===== src/mem_pkg.sv =====
////////////////////
// shared bus and operation encodings for the data memory subsystem
// tag 0 is reserved to mean "no tag", so TAG_W bits give 2**TAG_W-1 live tags
////////////////////
package mem_pkg;

  // width of the memory bus tag / response fields
  localparam int TAG_W = 4;

  // command on the data memory bus
  typedef enum logic [1:0] {
    BUS_NONE  = 2'h0,  // idle bus
    BUS_LOAD  = 2'h1,  // read one 64-bit word
    BUS_STORE = 2'h2   // write one 64-bit word
  } bus_cmd_t;

  // operation class handed over from EX
  typedef enum logic [1:0] {
    OP_ALU   = 2'h0,  // result passes straight through
    OP_LOAD  = 2'h1,  // result is the loaded word
    OP_STORE = 2'h2   // posted write, result is the address
  } mem_op_t;

endpackage


===== src/dmem_pipe.sv =====
////////////////////
// fixed latency data memory front end, every non-idle command is taken
// MEM_LATENCY must stay in 1..14 so a tag is never reused while in flight
////////////////////
`timescale 1ns/10ps
module dmem_pipe #(
  parameter int MEM_LATENCY = 4,
  parameter int ADDR_W      = 8
) (
  input  logic                      clock,
  input  logic                      reset,
  input  mem_pkg::bus_cmd_t         dmem_command,
  input  logic [63:0]               dmem_addr,     // byte address
  input  logic [63:0]               dmem_wdata,
  output logic [mem_pkg::TAG_W-1:0] dmem_response,
  output logic [mem_pkg::TAG_W-1:0] dmem_tag,
  output logic [63:0]               dmem_rdata,
  // storage side
  output logic                      arr_we,
  output logic [ADDR_W-1:0]         arr_waddr,
  output logic [63:0]               arr_wdata,
  output logic [ADDR_W-1:0]         arr_raddr,
  input  logic [63:0]               arr_rdata
);

  localparam int LAST = MEM_LATENCY - 1;

  logic                      accept;
  logic [mem_pkg::TAG_W-1:0] next_tag;   // round robin over 1..15

  // pipe slots, index 0 is the newest
  logic [MEM_LATENCY-1:0]    slot_valid;
  mem_pkg::bus_cmd_t         slot_cmd  [MEM_LATENCY];
  logic [mem_pkg::TAG_W-1:0] slot_tag  [MEM_LATENCY];
  logic [ADDR_W-1:0]         slot_addr [MEM_LATENCY];
  logic [63:0]               slot_data [MEM_LATENCY];

  logic last_load;
  logic last_store;

  assign accept        = (dmem_command != mem_pkg::BUS_NONE);
  assign dmem_response = accept ? next_tag : '0;

  always_ff @(posedge clock) begin
    if (reset) begin
      next_tag <= 1;
    end else if (accept) begin
      next_tag <= (next_tag == '1) ? 1 : next_tag + 1'b1;  // skip tag 0
    end
  end

  ////////////////////
  // shift pipe
  ////////////////////
  always_ff @(posedge clock) begin
    if (reset) begin
      slot_valid <= '0;
    end else begin
      slot_valid[0] <= accept;
      for (int i = 1; i < MEM_LATENCY; i++) begin
        slot_valid[i] <= slot_valid[i-1];
      end
    end
  end

  // payload only means something where slot_valid is set
  always_ff @(posedge clock) begin
    slot_cmd[0]  <= dmem_command;
    slot_tag[0]  <= next_tag;
    slot_addr[0] <= dmem_addr[ADDR_W+2:3];  // word address
    slot_data[0] <= dmem_wdata;
    for (int i = 1; i < MEM_LATENCY; i++) begin
      slot_cmd[i]  <= slot_cmd[i-1];
      slot_tag[i]  <= slot_tag[i-1];
      slot_addr[i] <= slot_addr[i-1];
      slot_data[i] <= slot_data[i-1];
    end
  end

  ////////////////////
  // last slot, touches the array
  ////////////////////
  assign last_load  = slot_valid[LAST] && (slot_cmd[LAST] == mem_pkg::BUS_LOAD);
  assign last_store = slot_valid[LAST] && (slot_cmd[LAST] == mem_pkg::BUS_STORE);

  assign arr_we     = last_store;        // write lands at the end of this cycle
  assign arr_waddr  = slot_addr[LAST];
  assign arr_wdata  = slot_data[LAST];
  assign arr_raddr  = slot_addr[LAST];

  assign dmem_tag   = slot_valid[LAST] ? slot_tag[LAST] : '0;  // one cycle pulse per slot
  assign dmem_rdata = last_load ? arr_rdata : '0;

endmodule


===== config.mk =====
export PLATFORM = sky130hd
export DESIGN_NAME = dmem_pipe
export DESIGN_NICKNAME = d
export VERILOG_FILES = /design/src/mem_pkg.sv /design/src/dmem_pipe.sv
export SDC_FILE = /design/constraint.sdc
export NUM_CORES = 1
export LEC_CHECK = 0
export BUFFER_PORTS_ARGS = -buffer_cell sky130_fd_sc_hd__buf_2
export CORE_MARGIN = 1.5
export CORE_UTILIZATION = 40
export CTS_CLUSTER_SIZE = 20
export DETAILED_ROUTE_END_ITERATION = 12
export PLACE_DENSITY = 0.8
export SYNTH_ARGS = -nofsm -noshare
export SYNTH_HDL_FRONTEND = slang
export SYNTH_SLANG_ARGS = --single-unit

===== constraint.sdc =====
create_clock -name clock -period 1.4 [get_ports clock]
set_clock_uncertainty 0.15 [all_clocks]
set_input_delay 0.14 -clock clock [delete_from_list [all_inputs] [get_ports clock]]
set_output_delay 0.14 -clock clock [all_outputs]
set_load 0.005 [all_outputs]

# [After elaboration in Yosys (flattened, before gate mapping)]
# Memories as Yosys holds them, arrays and structs flattened.
# Cells that the tools add are included.
[totals] reg_bits=8 mem_bits_rw=312 mem_count=4
[op_classes] addsub=1 eq_ne=3 mux=4 reduce_logical=3
[mem_list] memory="slot_data" depth=4 width=64 rd=4 rd_ports_with_merged_regs=0 write_ports=4 line_no="dmem_pipe.sv:36" rtl="logic [63:0] slot_data [MEM_LATENCY];"
[mem_list] memory="slot_addr" depth=4 width=8 rd=4 rd_ports_with_merged_regs=0 write_ports=4 line_no="dmem_pipe.sv:35" rtl="logic [ADDR_W-1:0] slot_addr [MEM_LATENCY];"
[mem_list] memory="slot_tag" depth=4 width=4 rd=4 rd_ports_with_merged_regs=0 write_ports=4 line_no="dmem_pipe.sv:34" rtl="logic [mem_pkg::TAG_W-1:0] slot_tag [MEM_LATENCY];"
[mem_list] memory="slot_cmd" depth=4 width=2 rd=4 rd_ports_with_merged_regs=0 write_ports=4 line_no="dmem_pipe.sv:33" rtl="mem_pkg::bus_cmd_t slot_cmd [MEM_LATENCY];"
[ops] op="64-bit 2-to-1 mux" count=1
[ops] op="4-bit 2-to-1 mux" count=3
[ops] op="4-bit by 1-bit adder with 4-bit output (second input constant)" count=1
[ops] op="4-bit equality test (second input constant)" count=1
[ops] op="2-bit by 1-bit equality test with 1-bit output (second input constant)" count=1
[ops] op="2-bit equality test (second input constant)" count=1
[ops] op="1-bit logical AND" count=2
[ops] op="2-bit nonzero test" count=1

# [Longest topological paths before layout]
[depth] ltp_word=3 mapped_depth=4 mapped_depth_nobuf=4

# [Worst setup path before layout]
# OpenSTA, ideal clock, no wires.
[synth_timing] path_kind="flip-flop to output port" start="register slot_valid[3]" end="output port dmem_rdata[10]" t_arrival_ns=0.910 path_slack_ns=0.200 path_stages_with_launch=5 path_buffers=2 path_cell_list="dfxtp_1 > and3b_1 > buf_4 > clkbuf_2 > and2_1"
[synth_via] elab_chain_len=2
[synth_lines] element="start, declared" line_no="dmem_pipe.sv:32" rtl="logic [MEM_LATENCY-1:0] slot_valid;"
[synth_lines] element="start signal, assigned by index" line_no="dmem_pipe.sv:61" rtl="slot_valid[i] <= slot_valid[i-1];"
[synth_lines] element="1-bit logical AND" line_no="dmem_pipe.sv:83" rtl="assign last_load = slot_valid[LAST] && (slot_cmd[LAST] == mem_pkg::BUS_LOAD);"
[synth_lines] element="64-bit 2-to-1 mux" line_no="dmem_pipe.sv:92" rtl="assign dmem_rdata = last_load ? arr_rdata : '0;"
[synth_lines] element="end, declared" line_no="dmem_pipe.sv:17" rtl="output logic [63:0] dmem_rdata,"
# No other way between the ends.

==> impl_summary.md <==
Route
The first routing iteration left 97 violations. In the routed layout, each cell is associated on average with a via count of 4.103. In this run the remaining antenna-violating nets after routing total 0. The total wire length is 16880 µm. For this run, the detailed router's first-pass iteration total came to 4. In the routed design, unresolved DRC markers number 0. The detailed router placed roughly 4400 vias in this run. The detail-routed net length per standard cell is 15.73 µm.

STA
The count of final setup violators is slightly above 70. The worst path in the final design needs a cycle of 1.930 ns, including I/O delays and setup. Setup repair after global routing could not meet its margin everywhere.

The worst path setup slack after routing is -0.5303 ns. The worst hold margin is 0.002002 ns. Derived from the worst setup path, the maximum achievable clock frequency is 518.1 MHz. The final number of max-transition violations was 0.

The number of endpoints with negative hold slack in the final report is 0. At the pin with the least slew margin, the transition time is approximately 0.21 ns. Dividing the final minimum period by the clock period gives 137.9%. The worst pin sits at a relative slew slack of a little under nine tenths.

Critical path
At the worst endpoint, the arrival time is 1.64 ns. For flop-to-flop paths, the worst setup slack is 0.07 ns. The type of the worst setup path is reg -> out. The data required time of the worst path is 1.11 ns. The launching element type of the critical path is a flip-flop. Along the worst path, the maximum fanout reaches 16.

The nature of the critical path endpoint is an output pin.

Placed design
At the end of routability-driven placement, the weighted congestion stood at 0.7928. The final HPWL from detailed placement is 9635 µm. The count of buffers added on input and output ports is just under 300.

Yosys
After synthesis, the largest family of logic cells by area is simple AND/OR/NAND/NOR gates. The synthesized netlist devotes 0.8114% of its cell area to compound gates. The most area-hungry cell type in the Yosys netlist is dfxtp_1. The synthesized netlist devotes 0.1764% of its cell area to adder and majority cells. The simple-gate share of the synthesized area is between 7 and 8%. The share of synthesized area in the top cell type comes to 90.32%. The share of flip-flops with an asynchronous set or reset after synthesis is 0%. The cell count after synthesis came out at 432. The sequential element share of the synthesized area is 90.32%. The count of flip-flops with a built-in enable after synthesis is 0. Synthesis instantiated 18 different standard cells from the library. The synthesized netlist devotes 0.1235% of its cell area to XOR and XNOR gates. The dominant register cell in the synthesized netlist is dfxtp_1. After synthesis, the cell types taking the most area are dfxtp_1 90%, and2_1 6.0%, buf_4 0.95%. The Yosys step of the flow raised 0 warnings. Yosys instantiated no cell more often than dfxtp_1. The synthesized netlist occupies a cell area of 7093 µm². Synthesis produced a netlist with a net count of about 630. Counting instances in the post-synthesis netlist gives the leading cell types as 320 x dfxtp_1, 68 x and2_1, 9 x buf_4. The share of cell area taken by muxes after synthesis is 0%. Synthesis inferred 320 register bits.

The average size of a mapped cell is between 15 and 20 µm².

Run status
The flow ran to the end, but the final reports show violations. The checks that failed: setup timing.

Clock tree
The largest buffer count on any clock path is 3. After clock tree synthesis, the clock-pin slew on the worst setup and hold paths is approximately 0.07 ns. For the worst-skew pair, the clock arrives at the later sink with an insertion delay of 0.53 ns. The total CTS buffers is 28. In this run the clock root is driven by a clkbuf_16. The number of clock sinks seen by CTS is 320. TritonCTS built the clock tree. The maximum level of the CTS H-tree is 1.

Pwr
The areal power density over the cells is 1619 nW/µm². The worst-case IR drop observed on VDD is 1.739 mV. For this design the static power due to leakage is between 5 and 6 nW.

Final layout
The net count reported at finish is 1026. The share of the core filled with cells in the final layout is 64.03%. Relative to the synthesized area, the layout overhead comes to 56.13%.

The multi-input combinational cell area is 719.4 µm². Summing all flip-flop and latch instances after layout gives roughly 6400 µm². The proportion of layout cells with a drive suffix above 1 is 47.87%. Counting the fill cells in the layout gives 1160.

Die
The die span in y is 136.2 µm. The count of standard-cell rows is 48. The chip width is 136.2 µm.

The die covers 18540 µm². The effective utilization at floorplan is around two fifths. The total area inside the core boundary comes to 17300 µm². about 350 I/O pins were placed.

Global routing
The number of global-route vias before repair is 4532. The total overflow left after global routing is 0. The number of antenna violations at the first check in global routing came to 4. The first global-routing pass estimated 24040 µm of wire. The pin count of the biggest net entering global routing is 18. Global routing used 17.27% of the available tracks.

Flow run
The max-capacitance violation count is 0.

Worst hold path
The worst min-delay path category is in -> reg.
[cell usage in the layout, fill, tap and decap left out, drive strengths merged]
master,synthesis,layout
dfxtp,320,320
buf,9,307
dlygate4sd3,0,75
and2,68,68
clkbuf,6,34
nor2b,5,5
o21ai,5,5
clkinvlp,0,4
nor2,4,4
clkinv,0,4
inv,2,4
nand2,3,3
a21oi,3,3
bufinv,0,3
diode,0,2
and3b,1,1
xor2,1,1
a31oi,1,1
nor3,1,1
o21bai,1,1
or3,1,1
ha,1,1
[what timing repair did]
item	in CTS	in global routing
hold endpoints to repair	82	5
pin swaps	33	1
hold buffers	75	2
cloned	5	0
endpoints found under the setup margin	73	74
setup buffers	7	2
resized for setup	91	26
[registers in the layout, indices dropped and copies added, names as in the netlist]
signal	cells
next_tag	4
slot_valid	4
slot_cmd	8
slot_data	256
slot_tag	16
slot_addr	32
[cells by family (layout without fill, tap and decap cells)]
| logic type | count (synthesis) | after routing |
|---|---|---|
| other | 0 | 2 |
| DFF | 320 | 320 |
| buffers and inverters | 17 | 431 |
| AOI/OAI and AO/OA | 10 | 10 |
| and+or+nand+nor | 83 | 83 |
| adders and majority gates | 1 | 1 |
| xor gates and xnor gates | 1 | 1 |
[layer usage]
| metal | wire (µm) | global-route usage [%] | share of wire (%) | vias up |
|---|---|---|---|---|
| li1 | - | - | - | 2122 |
| met1 | 5328 | 15.31 | 32 | 1989 |
| met2 | 9230 | 33.11 | 55 | 243 |
| met3 | 1719 | 6.898 | 10 | 47 |
| met4 | 594 | 8.806 | 3.5 | 2 |
| met5 | 10 | 0 | 0.059 | - |
[worst max-delay path: stages, from the launching register on]
cell and delay (ns):
dfxtp_2 0.32, and3b_2 0.22, buf_6 0.14, buf_16 0.15, and2_1 0.16, buf_2 0.13
[through the flow]
step	total power [W]	TNS, ns	area (µm²)	setup WS [ns]	instances
after floorplan	0.009991	0	7093	0.1997	432
after global placement	0.01033	0	8766	0.006717	936
after detailed placement	0.01037	0	8766	0.01014	936
after CTS	0.01804	-35.35	10950	-0.5452	1069
after global routing	0.01858	-37.36	11070	-0.5807	1073
final	0.01792	-33.00	11070	-0.5303	1073
[cell type report]
type                    count  share of cell area [%]
multi-input cells          95                   6.496
inverters                   2                 0.06779
well taps                 225                   2.542
clock buffers              34                   6.711
diodes                      2                 0.04519
flip-flops and latches    320                   57.96
clock inverters            13                   1.525
repair buffers            382                   24.65
[report_power, final]
group	leakage, nW	total [W]	switching, W	internal, W
Clock	0.435	0.00749	0.00315	0.00435
Sequential	2.70	0.00975	0.000128	0.00962
Combinational	2.06	0.000685	0.000251	0.000435
[path summary, 6_finish.rpt]
path / startpoint / endpoint / cells past startpoint
worst max-delay path: slot_cmd[3][1] / dmem_rdata[27] / 5
worst min-delay path: dmem_command[0] / next_tag[3] / 4
worst max register to register: next_tag[0] / next_tag[2] / 5
worst min register to register: slot_data[1][31] / slot_data[2][31] / 0
Note: power is estimated with default switching activity, not from simulation.
