### config.mk
export PLATFORM = sky130hd
export DESIGN_NAME = mem_stage
export DESIGN_NICKNAME = d
export VERILOG_FILES = /design/src/mem_pkg.sv /design/src/mem_stage.sv
export SDC_FILE = /design/constraint.sdc
export NUM_CORES = 1
export LEC_CHECK = 0
export BUFFER_PORTS_ARGS = -buffer_cell sky130_fd_sc_hd__buf_4
export CORE_AREA = 2 2 156 158
export DETAILED_ROUTE_END_ITERATION = 7
export DIE_AREA = 0 0 158 160
export SYNTH_ARGS = -nofsm -noshare
export SYNTH_HDL_FRONTEND = slang
export SYNTH_SLANG_ARGS = --single-unit
### constraint.sdc
create_clock -name clock -period 5 [get_ports clock]
set_clock_uncertainty 0.05 [all_clocks]
set_input_delay 1.5 -clock clock [delete_from_list [all_inputs] [get_ports clock]]
set_output_delay 1.5 -clock clock [all_outputs]
set_load 0.005 [all_outputs]
### src/mem_pkg.sv
////////////////////
// shared bus and operation encodings for the data memory subsystem
// tag 0 is reserved to mean "no tag", so TAG_W bits give 2**TAG_W-1 live tags
////////////////////
package mem_pkg;

  // width of the memory bus tag / response fields
  localparam int TAG_W = 4;

  // command on the data memory bus
  typedef enum logic [1:0] {
    BUS_NONE  = 2'h0,  // idle bus
    BUS_LOAD  = 2'h1,  // read one 64-bit word
    BUS_STORE = 2'h2   // write one 64-bit word
  } bus_cmd_t;

  // operation class handed over from EX
  typedef enum logic [1:0] {
    OP_ALU   = 2'h0,  // result passes straight through
    OP_LOAD  = 2'h1,  // result is the loaded word
    OP_STORE = 2'h2   // posted write, result is the address
  } mem_op_t;

endpackage

### src/mem_stage.sv
////////////////////
// memory access stage, one load in flight, stores posted
// EX must hold in_op/in_addr/in_data while in_valid is high and in_ready low
////////////////////
`timescale 1ns/10ps
module mem_stage (
  input  logic                      clock,
  input  logic                      reset,
  // upstream from EX
  input  logic                      in_valid,
  output logic                      in_ready,
  input  mem_pkg::mem_op_t          in_op,
  input  logic [63:0]               in_addr,        // ALU result, also byte address
  input  logic [63:0]               in_data,        // store data
  // downstream to WB
  output logic                      out_valid,
  input  logic                      out_ready,
  output logic [63:0]               out_result,
  // data memory bus
  output mem_pkg::bus_cmd_t         dmem_command,
  output logic [63:0]               dmem_addr,
  output logic [63:0]               dmem_wdata,
  input  logic [mem_pkg::TAG_W-1:0] dmem_response,  // nonzero = command taken
  input  logic [mem_pkg::TAG_W-1:0] dmem_tag,       // completing slot tag
  input  logic [63:0]               dmem_rdata
);

  typedef enum logic [1:0] {
    ST_IDLE = 2'h0,  // free to issue
    ST_WAIT = 2'h1,  // load out, waiting for its tag
    ST_HOLD = 2'h2   // load data parked, downstream stalled
  } state_t;

  state_t                      state;
  logic [mem_pkg::TAG_W-1:0]   waiting_tag;   // tag of the outstanding load
  logic [63:0]                 hold_data;     // parked load result

  logic is_load;
  logic is_store;
  logic can_issue;
  logic accepted;
  logic tag_hit;

  ////////////////////
  // command issue
  ////////////////////
  assign is_load   = (in_op == mem_pkg::OP_LOAD);
  assign is_store  = (in_op == mem_pkg::OP_STORE);
  assign can_issue = in_valid && (state == ST_IDLE);  // nothing pending, nothing held

  always_comb begin
    dmem_command = mem_pkg::BUS_NONE;
    if (can_issue && is_load) begin
      dmem_command = mem_pkg::BUS_LOAD;
    end else if (can_issue && is_store && out_ready) begin
      dmem_command = mem_pkg::BUS_STORE;  // store only when it can retire now
    end
  end

  assign dmem_addr  = in_addr;   // address comes from the ALU
  assign dmem_wdata = in_data;

  // memory may refuse with a zero response, command is then repeated
  assign accepted = (dmem_command != mem_pkg::BUS_NONE) && (dmem_response != '0);

  // our load has come back
  assign tag_hit = (state == ST_WAIT) && (dmem_tag != '0) && (dmem_tag == waiting_tag);

  ////////////////////
  // result side
  ////////////////////
  always_comb begin
    out_valid  = 1'b0;
    out_result = in_addr;               // alu and store pass the address
    case (state)
      ST_IDLE: begin
        if (in_valid && !is_load && !is_store) begin
          out_valid = 1'b1;             // alu op, same cycle
        end else if (is_store) begin
          out_valid = accepted;         // store retires on its response
        end
      end
      ST_WAIT: begin
        out_valid  = tag_hit;
        out_result = dmem_rdata;        // forward straight from the memory
      end
      ST_HOLD: begin
        out_valid  = 1'b1;
        out_result = hold_data;
      end
      default: begin
        out_valid = 1'b0;
      end
    endcase
  end

  // the op leaves EX exactly when its result is taken
  assign in_ready = out_valid && out_ready;

  ////////////////////
  // state
  ////////////////////
  always_ff @(posedge clock) begin
    if (reset) begin
      state       <= ST_IDLE;
      waiting_tag <= '0;
    end else begin
      case (state)
        ST_IDLE: begin
          if (accepted && is_load) begin
            waiting_tag <= dmem_response;  // remember which tag to watch for
            state       <= ST_WAIT;
          end
        end
        ST_WAIT: begin
          if (tag_hit) begin
            waiting_tag <= '0;
            state       <= out_ready ? ST_IDLE : ST_HOLD;
          end
        end
        ST_HOLD: begin
          if (out_ready) state <= ST_IDLE;
        end
        default: state <= ST_IDLE;
      endcase
    end
  end

  // park the load word when downstream is stalled on its return
  always_ff @(posedge clock) begin
    if (tag_hit && !out_ready) hold_data <= dmem_rdata;
  end

endmodule

; After elaboration in Yosys (flattened, before gate mapping)
; Index checks and enable logic that the tools add are counted.
; Widths: inputs -> output; s select.
[totals]
regBits = 70
latchBits = 0
ramBits = 0
romBits = 0
out_inout_bits = 196
n_memories = 0
[classes]
add_sub_neg = 0
multipliers = 0
div_mod_pow = 0
order_cmp = 0
n_eq_ne = 8
n_shift = 0
muxes = 14
bitwise = 0
n_reduce_logical = 22
[op_table]
columns = operator, count
row1 = $pmux 64 s2, 1
row2 = $logic_and 1x1->1, 12
row3 = $mux 2, 6
row4 = $mux 4, 2
row5 = $pmux 4 s2, 1
row6 = $reduce_bool 4->1, 2
row7 = $pmux 2 s3, 1
row8 = $reduce_and 3->1, 2
row9 = $eq 2x1->1 const B, 2
row10 = $eq 2x2->1 const B, 2
row11 = $eq 4x4->1, 1
row12 = $ne 2x2->1 const B, 2
row13 = $reduce_bool 2->1, 2
row14 = $logic_not 1->1, 3
row15 = $pmux 1 s3, 1
row16 = $logic_not 2->1, 1
row17 = $mux 1, 2
row18 = $ne 2x1->1 const B, 1

; Logic depth before layout (Yosys ltp)
; Gate-level depths: netlist of the first run.
[depth]
word_depth = 12
mapped_depth = 7
mapped_depth_nobuf = 7

; Worst setup path after synthesis of the first run
; Ideal clock, no wire load.
[synth_timing]
kind = input-to-reg
from = input dmem_tag[0] in the netlist's numbering
to = register hold_data[0], enable pin
setup_ps = 486
arrival_time_ps = 4761
path_slack_ps = -298
cell_stages = 4
path_cell_list = or2_2 -> o21ai_1 -> nand3_1 -> nor2_1
[synth_via]
elab_chain_len = 4
elab_cells_between_ends = 5
[synth_rtl]
columns = element, line
row1 = start: declaration, mem_stage.sv:24  ; input logic [mem_pkg::TAG_W-1:0] dmem_tag,
row2 = $reduce_bool 4->1, mem_stage.sv:67  ; assign tag_hit = (state == ST_WAIT) && (dmem_tag != '0) && (dmem_tag == waiting_tag);
row3 = $logic_and 1x1->1, mem_stage.sv:67
row4 = $logic_and 1x1->1 (*), mem_stage.sv:67
row5 = $logic_and 1x1->1 (*), mem_stage.sv:131  ; if (tag_hit && !out_ready) hold_data <= dmem_rdata;
row6 = end signal: assignment, mem_stage.sv:131
row7 = end: declaration, mem_stage.sv:36  ; logic [63:0] hold_data;
; Mark *: on every way between the ends. The rest lies on a longest branch, timed or not.
; A chain may end at the register's enable or synchronous reset.

; Worst setup path in the final report of the first run
[layout_timing]
from = input dmem_response[0] in the netlist's numbering
to = output in_ready
[layout_via]
elab_chain_len = 6
[layout_rtl]
columns = element, line
row1 = start: declaration, mem_stage.sv:23  ; input logic [mem_pkg::TAG_W-1:0] dmem_response,
row2 = $reduce_bool 4->1, mem_stage.sv:64  ; assign accepted = (dmem_command != mem_pkg::BUS_NONE) && (dmem_response != '0);
row3 = $logic_and 1x1->1, mem_stage.sv:64
row4 = $mux 1, mem_stage.sv:79  ; end else if (is_store) begin
row5 = $mux 1, mem_stage.sv:77  ; if (in_valid && !is_load && !is_store) begin
row6 = $pmux 1 s3, mem_stage.sv:75  ; case (state)
row7 = $logic_and 1x1->1, mem_stage.sv:98  ; assign in_ready = out_valid && out_ready;
row8 = end: declaration, mem_stage.sv:11  ; output logic in_ready,
; No other way between the ends.

==> impl_metrics.yaml, run 1 <==
finish:
  layout-drive-gt1-share: 0.499
  regArea_mm2: 0.00204
  syn2layout_area_growth_pct: 39.0
  fill_cells: 2598
  n_antenna_cell: 0
  multi_input_area_mm2: 0.00139
  instances_no_fill: 929
  utilization: 0.263
  fin_nets: 811
  final_cell_area_mm2: 0.00626
setup_path:
  start_kind: "input port"
  crit_required_ps: 3450
  startpoint: "dmem_response[0]"
  crit_path_end_kind: "primary output"
  critPathKind: "in2out"
  timing.rr.start: "state[1]"
  crit_fanout: 2
  r2r_end: "hold_data[63]"
  r2r.worst_path.cells: 5
  arrival_ps: 3030
  regToRegSetupSlack_ps: 2130
logic_synthesis:
  netlist.area_leader.share: 0.427
  yosysSeqAreaShare: 0.454
  synth-edff-count: 64
  synth_area_mm2: 0.00450
  async_flop_share: 0
  netlist_instances: 468
  avgSynthCellArea_um2: 9.62
  synth_top_flop_cell: "edfxtp_1"
  syn-num-nets: 679
  yosysWarningCount: 0
  yosys-top-cells-area: "edfxtp_1 43%, buf_4 21%, a22oi_1 11%"
  ys_types: 33
  ys_seq_elements: 70
  yosys.area.top_type: "edfxtp_1"
clocking:
  cts_tree: "done"
  holdBufCountCts: 0
  cts.sinks: 70
  numCtsBuffers: 9
  path_clk_slew_ps: 60
  post-cts-setup-buffers: 0
  h-tree-depth: 3
  ctsLongestPathBuffers: 2
  root_buffer: "clkbuf_16"
  cts_resized: 0
  clk_latency_ps: 330
floorplanning:
  die_area_mm2: 0.0253
  pin_count: 402
  core_mm2: 0.0238
  initial_utilization: 0.189
  fp.dieH_um: 160
  die_w_um: 158
  rows: 57
placed_design:
  post_dp_cell_area_mm2: 0.00598
  post-dp-hpwl_mm: 9.47
  routabilityCongestion: 0.709
  numPlacedInstances: 913
  port_buffers: 273
sta:
  finalSetupViolCount: 0
  finalCritPeriodShare: 0.915
  max_freq_ghz: 0.218
  finalSetupTns_ps: 0
  finalHoldViolCount: 0
  slew_violations: 0
  slew_headroom: 0.407
  rsz0062_at_grt: "no"
  tightest_slew_ps: 890
  fin_crit_ps: 4580
hold_path:
  hold_end: "waiting_tag[3]"
  worstHoldPathCells: 1
  hp-start: "waiting_tag[3]"
  hp-class: "reg2reg"
grt:
  grt_first_pass_wirelength_mm: 19.9
  grt_max_degree: 70
  overflow: 0
  grt_pass1_vias: 3728
  grt_usage: 0.102
  antenna_found_initial: 0
power_and_ir_drop:
  p_seq_frac: 0.341
  comb_power_share: 0.334
  power.density_mw_per_mm2: 304
  switching_share: 0.288
  max-vdd-ir-drop_mv: 0.138
  p_int_uw: 1350
  p_clk_frac: 0.325
  switchingPower_uw: 547
  p_leak_uw: 0.00255
job:
  maxCapViolations: 0
drt:
  finalWirelength_mm: 13.3
  wl_per_cell_um: 14.4
  antenna_left: 0
  drtIter0Drc: 197
  drc: 0
  drt_pass1_iterations: 4
  viasPerCell: 4.08
  dr_total_vias: 3792
run_status:
  run_status: "completed"
## cells in the final DEF (no fill, tap or decap)
cell type | Yosys | final
clkinvlp_4 | 0 | 2
nor2_1 | 67 | 66
clkbuf_1 | 25 | 2
a211o_1 | 1 | 1
inv_1 | 6 | 6
or4_4 | 1 | 1
a21oi_1 | 65 | 65
xor2_1 | 3 | 3
or2_2 | 1 | 1
o31a_1 | 1 | 1
a21o_1 | 1 | 1
a22o_1 | 3 | 3
buf_12 | 0 | 3
a21oi_2 | 1 | 1
or4_1 | 1 | 1
nor4_1 | 2 | 2
nor3_1 | 2 | 2
clkbuf_16 | 0 | 9
a41oi_1 | 1 | 1
nor2_4 | 0 | 1
a21boi_0 | 1 | 1
and2_1 | 1 | 1
a31oi_1 | 1 | 1
o21ai_1 | 1 | 1
ha_1 | 5 | 2
o21ai_0 | 1 | 1
a22oi_1 | 64 | 64
buf_4 | 128 | 275
ha_4 | 0 | 1
dfxtp_1 | 6 | 6
or3b_2 | 1 | 1
a41oi_2 | 1 | 1
edfxtp_1 | 64 | 64
clkinv_2 | 0 | 1
ha_2 | 0 | 2
clkbuf_8 | 0 | 2
a22o_2 | 1 | 1
nand2_1 | 6 | 6
nand3_1 | 2 | 2
## worst max-delay path, cell delays in order
cell	delay, ps
buf_4	110
or4_4	530
a211o_1	320
a41oi_2	210
a21oi_2	70
and2_1	150
buf_4	130
## routing by layer
layer | vias up | GRT usage | wire [µm]
met4 | 0 | 0.0414 | 273
met5 | - | 0 | 0
met1 | 1806 | 0.117 | 5480
met3 | 24 | 0.0312 | 965
li1 | 1818 | - | -
met2 | 144 | 0.177 | 6620
## cells in the mapped netlist (3+ instances only)
library cell,count
edfxtp_1,64
inv_1,6
ha_1,5
xor2_1,3
clkbuf_1,25
a21oi_1,65
nand2_1,6
dfxtp_1,6
nor2_1,67
buf_1,3
a22o_1,3
a22oi_1,64
buf_4,128
## worst max path at each step
stage	to	cells past startpoint	slack, ps
global route	in_ready	7	370
CTS	in_ready	7	410
finish	in_ready	7	420
global placement	in_ready	7	430
floorplan	in_ready	5	690
detailed placement	in_ready	7	410
## metrics by stage
step                      total power, µW  worst slack [ps]  hold WS (ps)
after global placement               1300               426           455
final                                1900               423           464
after global routing                 2020               372           483
after CTS                            1950               412           473
after floorplan                       995               690           419
after detailed placement             1310               411           455
## flip-flops by register name (all words and copies together) (netlist names)
name         count
hold_data       64
waiting_tag      4
state            2
## kinds of logic after synthesis
logic type | count (synthesis) | share of synthesized area
compound gates | 143 | 0.205
xor+xnor | 3 | 0.00584
fa+ha+maj | 5 | 0.0139
buf+inv | 163 | 0.244
flops | 70 | 0.454
simple gates | 84 | 0.0770
## cell type report
type	count	area share
tap	324	0.0648
clock buffer	13	0.0416
inverter	6	0.00360
timing repair buffer	278	0.339
multi-input combinational	235	0.221
clock inverter	3	0.00320
sequential	70	0.326
## power groups by stage
stage / sequential, µW / combinational [µW] / clock (µW)
after floorplan: 660 / 335 / 0
after global placement: 660 / 642 / 0
after detailed placement: 661 / 645 / 0
after CTS: 648 / 647 / 651
after global routing: 648 / 704 / 671
final: 648 / 636 / 617
Note: power is estimated with default switching activity, not from simulation.
==> run 2, diff against run 1 <==
- clock period: 5 -> 4.13 ns (I/O delays scaled with it)
==> run 2 against run 1 <==
Against the previous run: sequential share of layout area is 0.36 points lower; largest power group is now the clock network; first-iteration DRC count decreased by 14%; utilization up 0.29 points; critical path depth is the same; hold slack got worse by 7.2 ps; power up 24%; flip-flop and latch count is the same; count of clock-buffer cells in the layout down 4.
==> impl_metrics.yaml, run 2 (synthesis gave the netlist of run 1 again) <==
run_status:
  run_status: "completed"
finish:
  mostFrequentLayoutCells: "281 x buf_4, 66 x nor2_1, 65 x a21oi_1"
  reg_top3: "hold_data x64, waiting_tag x4, state x2"
  fin_nets: 817
  layout-drive-gt1-share: 0.507
  syn2layout_area_growth_pct: 40.6
  largest_reg_flops: 64
  largest-register: "hold_data"
  final_cell_area_mm2: 0.00633
  n_antenna_cell: 0
  layout_commonest_cell: "buf_4"
drt:
  antenna_left: 0
  drtIter0Drc: 169
  highest_layer: "met4"
  wl_per_cell_um: 14.0
  drc: 0
  dr_total_vias: 3781
  drt-met1-wl_mm: 5.37
  finalWirelength_mm: 13.1
  dr_wl_met3_um: 987
  route.met2.wl_mm: 6.50
  drt_pass1_iterations: 4
  viasPerCell: 4.04
grt:
  overflow: 0
  grt_max_degree: 65
  antenna_found_initial: 0
  grt_pass1_vias: 3698
  grt_first_pass_wirelength_mm: 19.8
  grt_usage: 0.101
power_and_ir_drop:
  p_int_uw: 1680
  switching_share: 0.290
  p_leak_uw: 0.00259
  comb_power_share: 0.328
  switchingPower_uw: 686
  power.density_mw_per_mm2: 374
  finalPower_uw: 2360
  p_clk_frac: 0.341
  p_seq_frac: 0.332
  max-vdd-ir-drop_mv: 0.168
setup_path:
  arrival_ps: 2760
  crit_path_end_kind: "primary output"
  crit_required_ps: 2840
  cp_slowest_cell: "or4_4"
  critPathMaxStageDelay_ps: 540
  critPathKind: "in2out"
  cp.depth: 7
  r2r.worst_path.cells: 6
  cp_common_cell: "buf_4"
  crit_fanout: 2
  start_kind: "input port"
  cp_top_family: "simple AND/OR/NAND/NOR gates"
  critPathBufInv: 2
  cp_cell_sequence: "buf_4, or4_4, a211o_1, a41oi_2, a21oi_2, and2_1, buf_4"
clocking:
  h-tree-depth: 3
  cts_resized: 0
  post-cts-setup-buffers: 0
  root_buffer: "clkbuf_16"
  holdBufCountCts: 0
  cts.sinks: 70
  path_clk_slew_ps: 60
  ctsLongestPathBuffers: 2
  clk_latency_ps: 330
  cts_tree: "done"
  numCtsBuffers: 9
job:
  maxCapViolations: 0
floorplanning:
  rows: 57
  initial_utilization: 0.189
  core_mm2: 0.0238
  fp.dieH_um: 160
  die_w_um: 158
  die_area_mm2: 0.0253
  pin_count: 402
sta:
  finalSetupTns_ps: 0
  slew_headroom: 0.565
  whs_ps: 457
  max_freq_ghz: 0.247
  rsz0062_at_grt: "no"
  fin_crit_ps: 4050
  tightest_slew_ps: 647
  finalSetupViolCount: 0
  finalCritPeriodShare: 0.980
  finalHoldViolCount: 0
  slew_violations: 0
hold_path:
  hp-class: "reg2reg"
  worstHoldPathCells: 1
placed_design:
  post-dp-hpwl_mm: 9.71
  port_buffers: 273
  routabilityCongestion: 0.718
  post_dp_cell_area_mm2: 0.00602
-- run 2: cell types whose count changed in the layout (fill, tap and decap cells not counted), sizes merged --
cell	before	now
clkbuf	13	9
inv	6	9
buf	278	284
bufinv	0	1
-- run 2: layout make-up --
cell class	instances	area [µm²]
multi-input combinational	235	1390
inverter	6	22.5
clock inverter	7	80.1
timing repair buffer	284	2170
sequential	70	2040
tap	324	405
fill	2578	17500
clock buffer	9	225
-- run 2: final timing paths --
path / endpoint / startpoint / slack, ps
max reg2reg: hold_data[51] / state[1] / 1800
max: in_ready / dmem_response[0] / 80
min: waiting_tag[3] / waiting_tag[3] / 460
min reg2reg: waiting_tag[3] / waiting_tag[3] / 460
-- run 2: power by group through the flow --
stage | sequential, µW | combinational (µW) | clock (µW)
finish | 784 | 775 | 806
detailed placement | 799 | 785 | 0
global placement | 799 | 779 | 0
CTS | 784 | 788 | 855
global route | 784 | 857 | 876
floorplan | 798 | 406 | 0
-- run 2: stage by stage --
stage / util / cells / setup slack (ps)
floorplan: - / 468 / 157
global placement: 0.253 / 919 / 78.6
detailed placement: 0.253 / 919 / 75.2
CTS: 0.266 / 935 / 76.7
global route: 0.266 / 935 / 28.0
finish: 0.266 / 935 / 80.6
-- run 2: per-layer routing --
layer | track usage | up-vias
li1 | - | 1835
met1 | 0.117 | 1769
met2 | 0.173 | 156
met3 | 0.0372 | 21
met4 | 0.0328 | 0
met5 | 0 | -
==> run 3, diff against run 2 <==
- clock period: 4.13 -> 3.4 ns (I/O delays scaled with it)
==> run 3 against run 2 <==
Against the previous run: the flow now finishes with violations (setup timing); combinational power grew 22%; worst setup slack lost 170 ps; clock power is 19% higher; routed wire length increased by 2.1%; design area is 0.24% higher; sequential share of layout area fell by 0.076 points; first-iteration DRC count rose by 35%; final cell count fell by 0.21%; die area did not move; hold slack improved by 15 ps; count of clock-buffer cells in the layout did not move; critical path depth stayed put; critical path type unchanged; highest routed layer unchanged.
==> impl_metrics.yaml, run 3 (synthesis gave the netlist of run 1 again) <==
finish:
  reg_top3: "hold_data x64, waiting_tag x4, state x2"
  fin_nets: 815
  largest_reg_flops: 64
  layout-drive-gt1-share: 0.506
  instances_no_fill: 933
  n_antenna_cell: 0
  layout_commonest_cell: "buf_4"
  syn2layout_area_growth_pct: 40.9
  fill_cells: 2575
  mostFrequentLayoutCells: "274 x buf_4, 66 x nor2_1, 65 x a21oi_1"
  largest-register: "hold_data"
floorplanning:
  die_area_mm2: 0.0253
  fp.dieH_um: 160
  core_mm2: 0.0238
  die_w_um: 158
  rows: 57
  initial_utilization: 0.189
  pin_count: 402
sta:
  finalSetupViolCount: 2
  finalCritPeriodShare: 1.03
  fin_ws_ps: -86.4
  slew_violations: 0
  fin_crit_ps: 3490
  max_freq_ghz: 0.287
  rsz0062_at_grt: "yes"
  whs_ps: 472
  slew_headroom: 0.575
  finalSetupTns_ps: -147
  tightest_slew_ps: 631
  finalHoldViolCount: 0
setup_path:
  arrival_ps: 2420
  crit_path_end: "in_ready"
  crit_fanout: 2
  cp_cell_sequence: "buf_6, or4_4, a211o_1, a41oi_2, a21oi_2, and2_1, buf_4"
  crit_path_end_kind: "primary output"
  regToRegSetupSlack_ps: 1140
  timing.rr.start: "state[1]"
  critPathMaxStageDelay_ps: 530
  r2r_end: "hold_data[24]"
  startpoint: "dmem_response[2]"
  crit_required_ps: 2330
  cp_slowest_cell: "or4_4"
  critPathKind: "in2out"
  r2r.worst_path.cells: 7
  start_kind: "input port"
clocking:
  h-tree-depth: 3
  numCtsBuffers: 9
  root_buffer: "clkbuf_16"
  clk_latency_ps: 340
  cts_tree: "done"
  cts.sinks: 70
  path_clk_slew_ps: 60
  holdBufCountCts: 0
  ctsLongestPathBuffers: 2
grt:
  grt_usage: 0.103
  grt_max_degree: 71
  grt_first_pass_wirelength_mm: 19.8
  overflow: 0
  antenna_found_initial: 0
  grt_pass1_vias: 3797
drt:
  drc: 0
  drtIter0Drc: 228
  drt_pass1_iterations: 4
  wl_per_cell_um: 14.3
  finalWirelength_mm: 13.4
  dr_total_vias: 3757
  antenna_left: 0
  viasPerCell: 4.03
power_and_ir_drop:
  power.density_mw_per_mm2: 451
  max-vdd-ir-drop_mv: 0.219
  p_leak_uw: 0.00259
  finalPower_uw: 2860
run_status:
  violations: "setup timing"
  run_status: "finished with violations"
placed_design:
  numPlacedInstances: 916
  routabilityCongestion: 0.753
  post-dp-hpwl_mm: 9.74
  port_buffers: 273
  dp_slack_ps: -224
hold_path:
  hp-class: "reg2reg"
job:
  maxCapViolations: 0
==> run 3: metal layers <==
layer	GRT usage	wire length [µm]	vias to the layer above
met1	0.111	5270	1743
li1	-	-	1830
met4	0.0565	529	0
met5	0	0	-
met3	0.0353	985	33
met2	0.174	6570	151
==> run 3: what timing repair did <==
action / CTS / global route
resized for setup: 3 / 0
buffers inserted: 0 / 1
setup endpoints to repair: 2 / 2
pin swaps: 5 / 0
==> run 3: worst min path at each step <==
| stage | startpoint | end | slack [ps] | cells past startpoint |
|---|---|---|---|---|
| after detailed placement | waiting_tag[3] | waiting_tag[3] | 460 | 1 |
| after global routing | waiting_tag[3] | waiting_tag[3] | 490 | 1 |
| after floorplan | waiting_tag[0] | waiting_tag[0] | 420 | 1 |
| after global placement | state[0] | state[0] | 460 | 2 |
| final | state[0] | state[0] | 470 | 2 |
| after CTS | waiting_tag[3] | waiting_tag[3] | 470 | 1 |
==> run 3: report_power, final <==
part | leakage, µW | internal (µW) | switching [µW]
Combinational | 0.00182 | 521 | 426
Clock | 0.000146 | 571 | 392
Sequential | 0.000624 | 947 | 5.11
==> run 3: area by class of cell <==
type,instances,area [µm²],share of cell area
Multi-Input combinational cell,235,1390,0.218
Sequential cell,70,2040,0.322
Inverter,6,22.5,0.00355
Tap cell,324,405,0.0639
Clock inverter,7,73.8,0.0116
Timing Repair Buffer,282,2190,0.345
Clock buffer,9,225,0.0355
==> run 3: per-stage QoR <==
step           area [µm²]   util
2_1_floorplan        4510      -
6_report             6340  0.266
4_1_cts              6340  0.266
3_5_place_dp         6030  0.253
5_1_grt              6340  0.266
3_3_place_gp         6030  0.253
==> run 3: critical path: cells and delay by family <==
family | cells | cell delay (ps)
AND/OR/NAND/NOR | 2 | 660
AO/OA/AOI/OAI | 3 | 520
buffers and inverters | 2 | 220
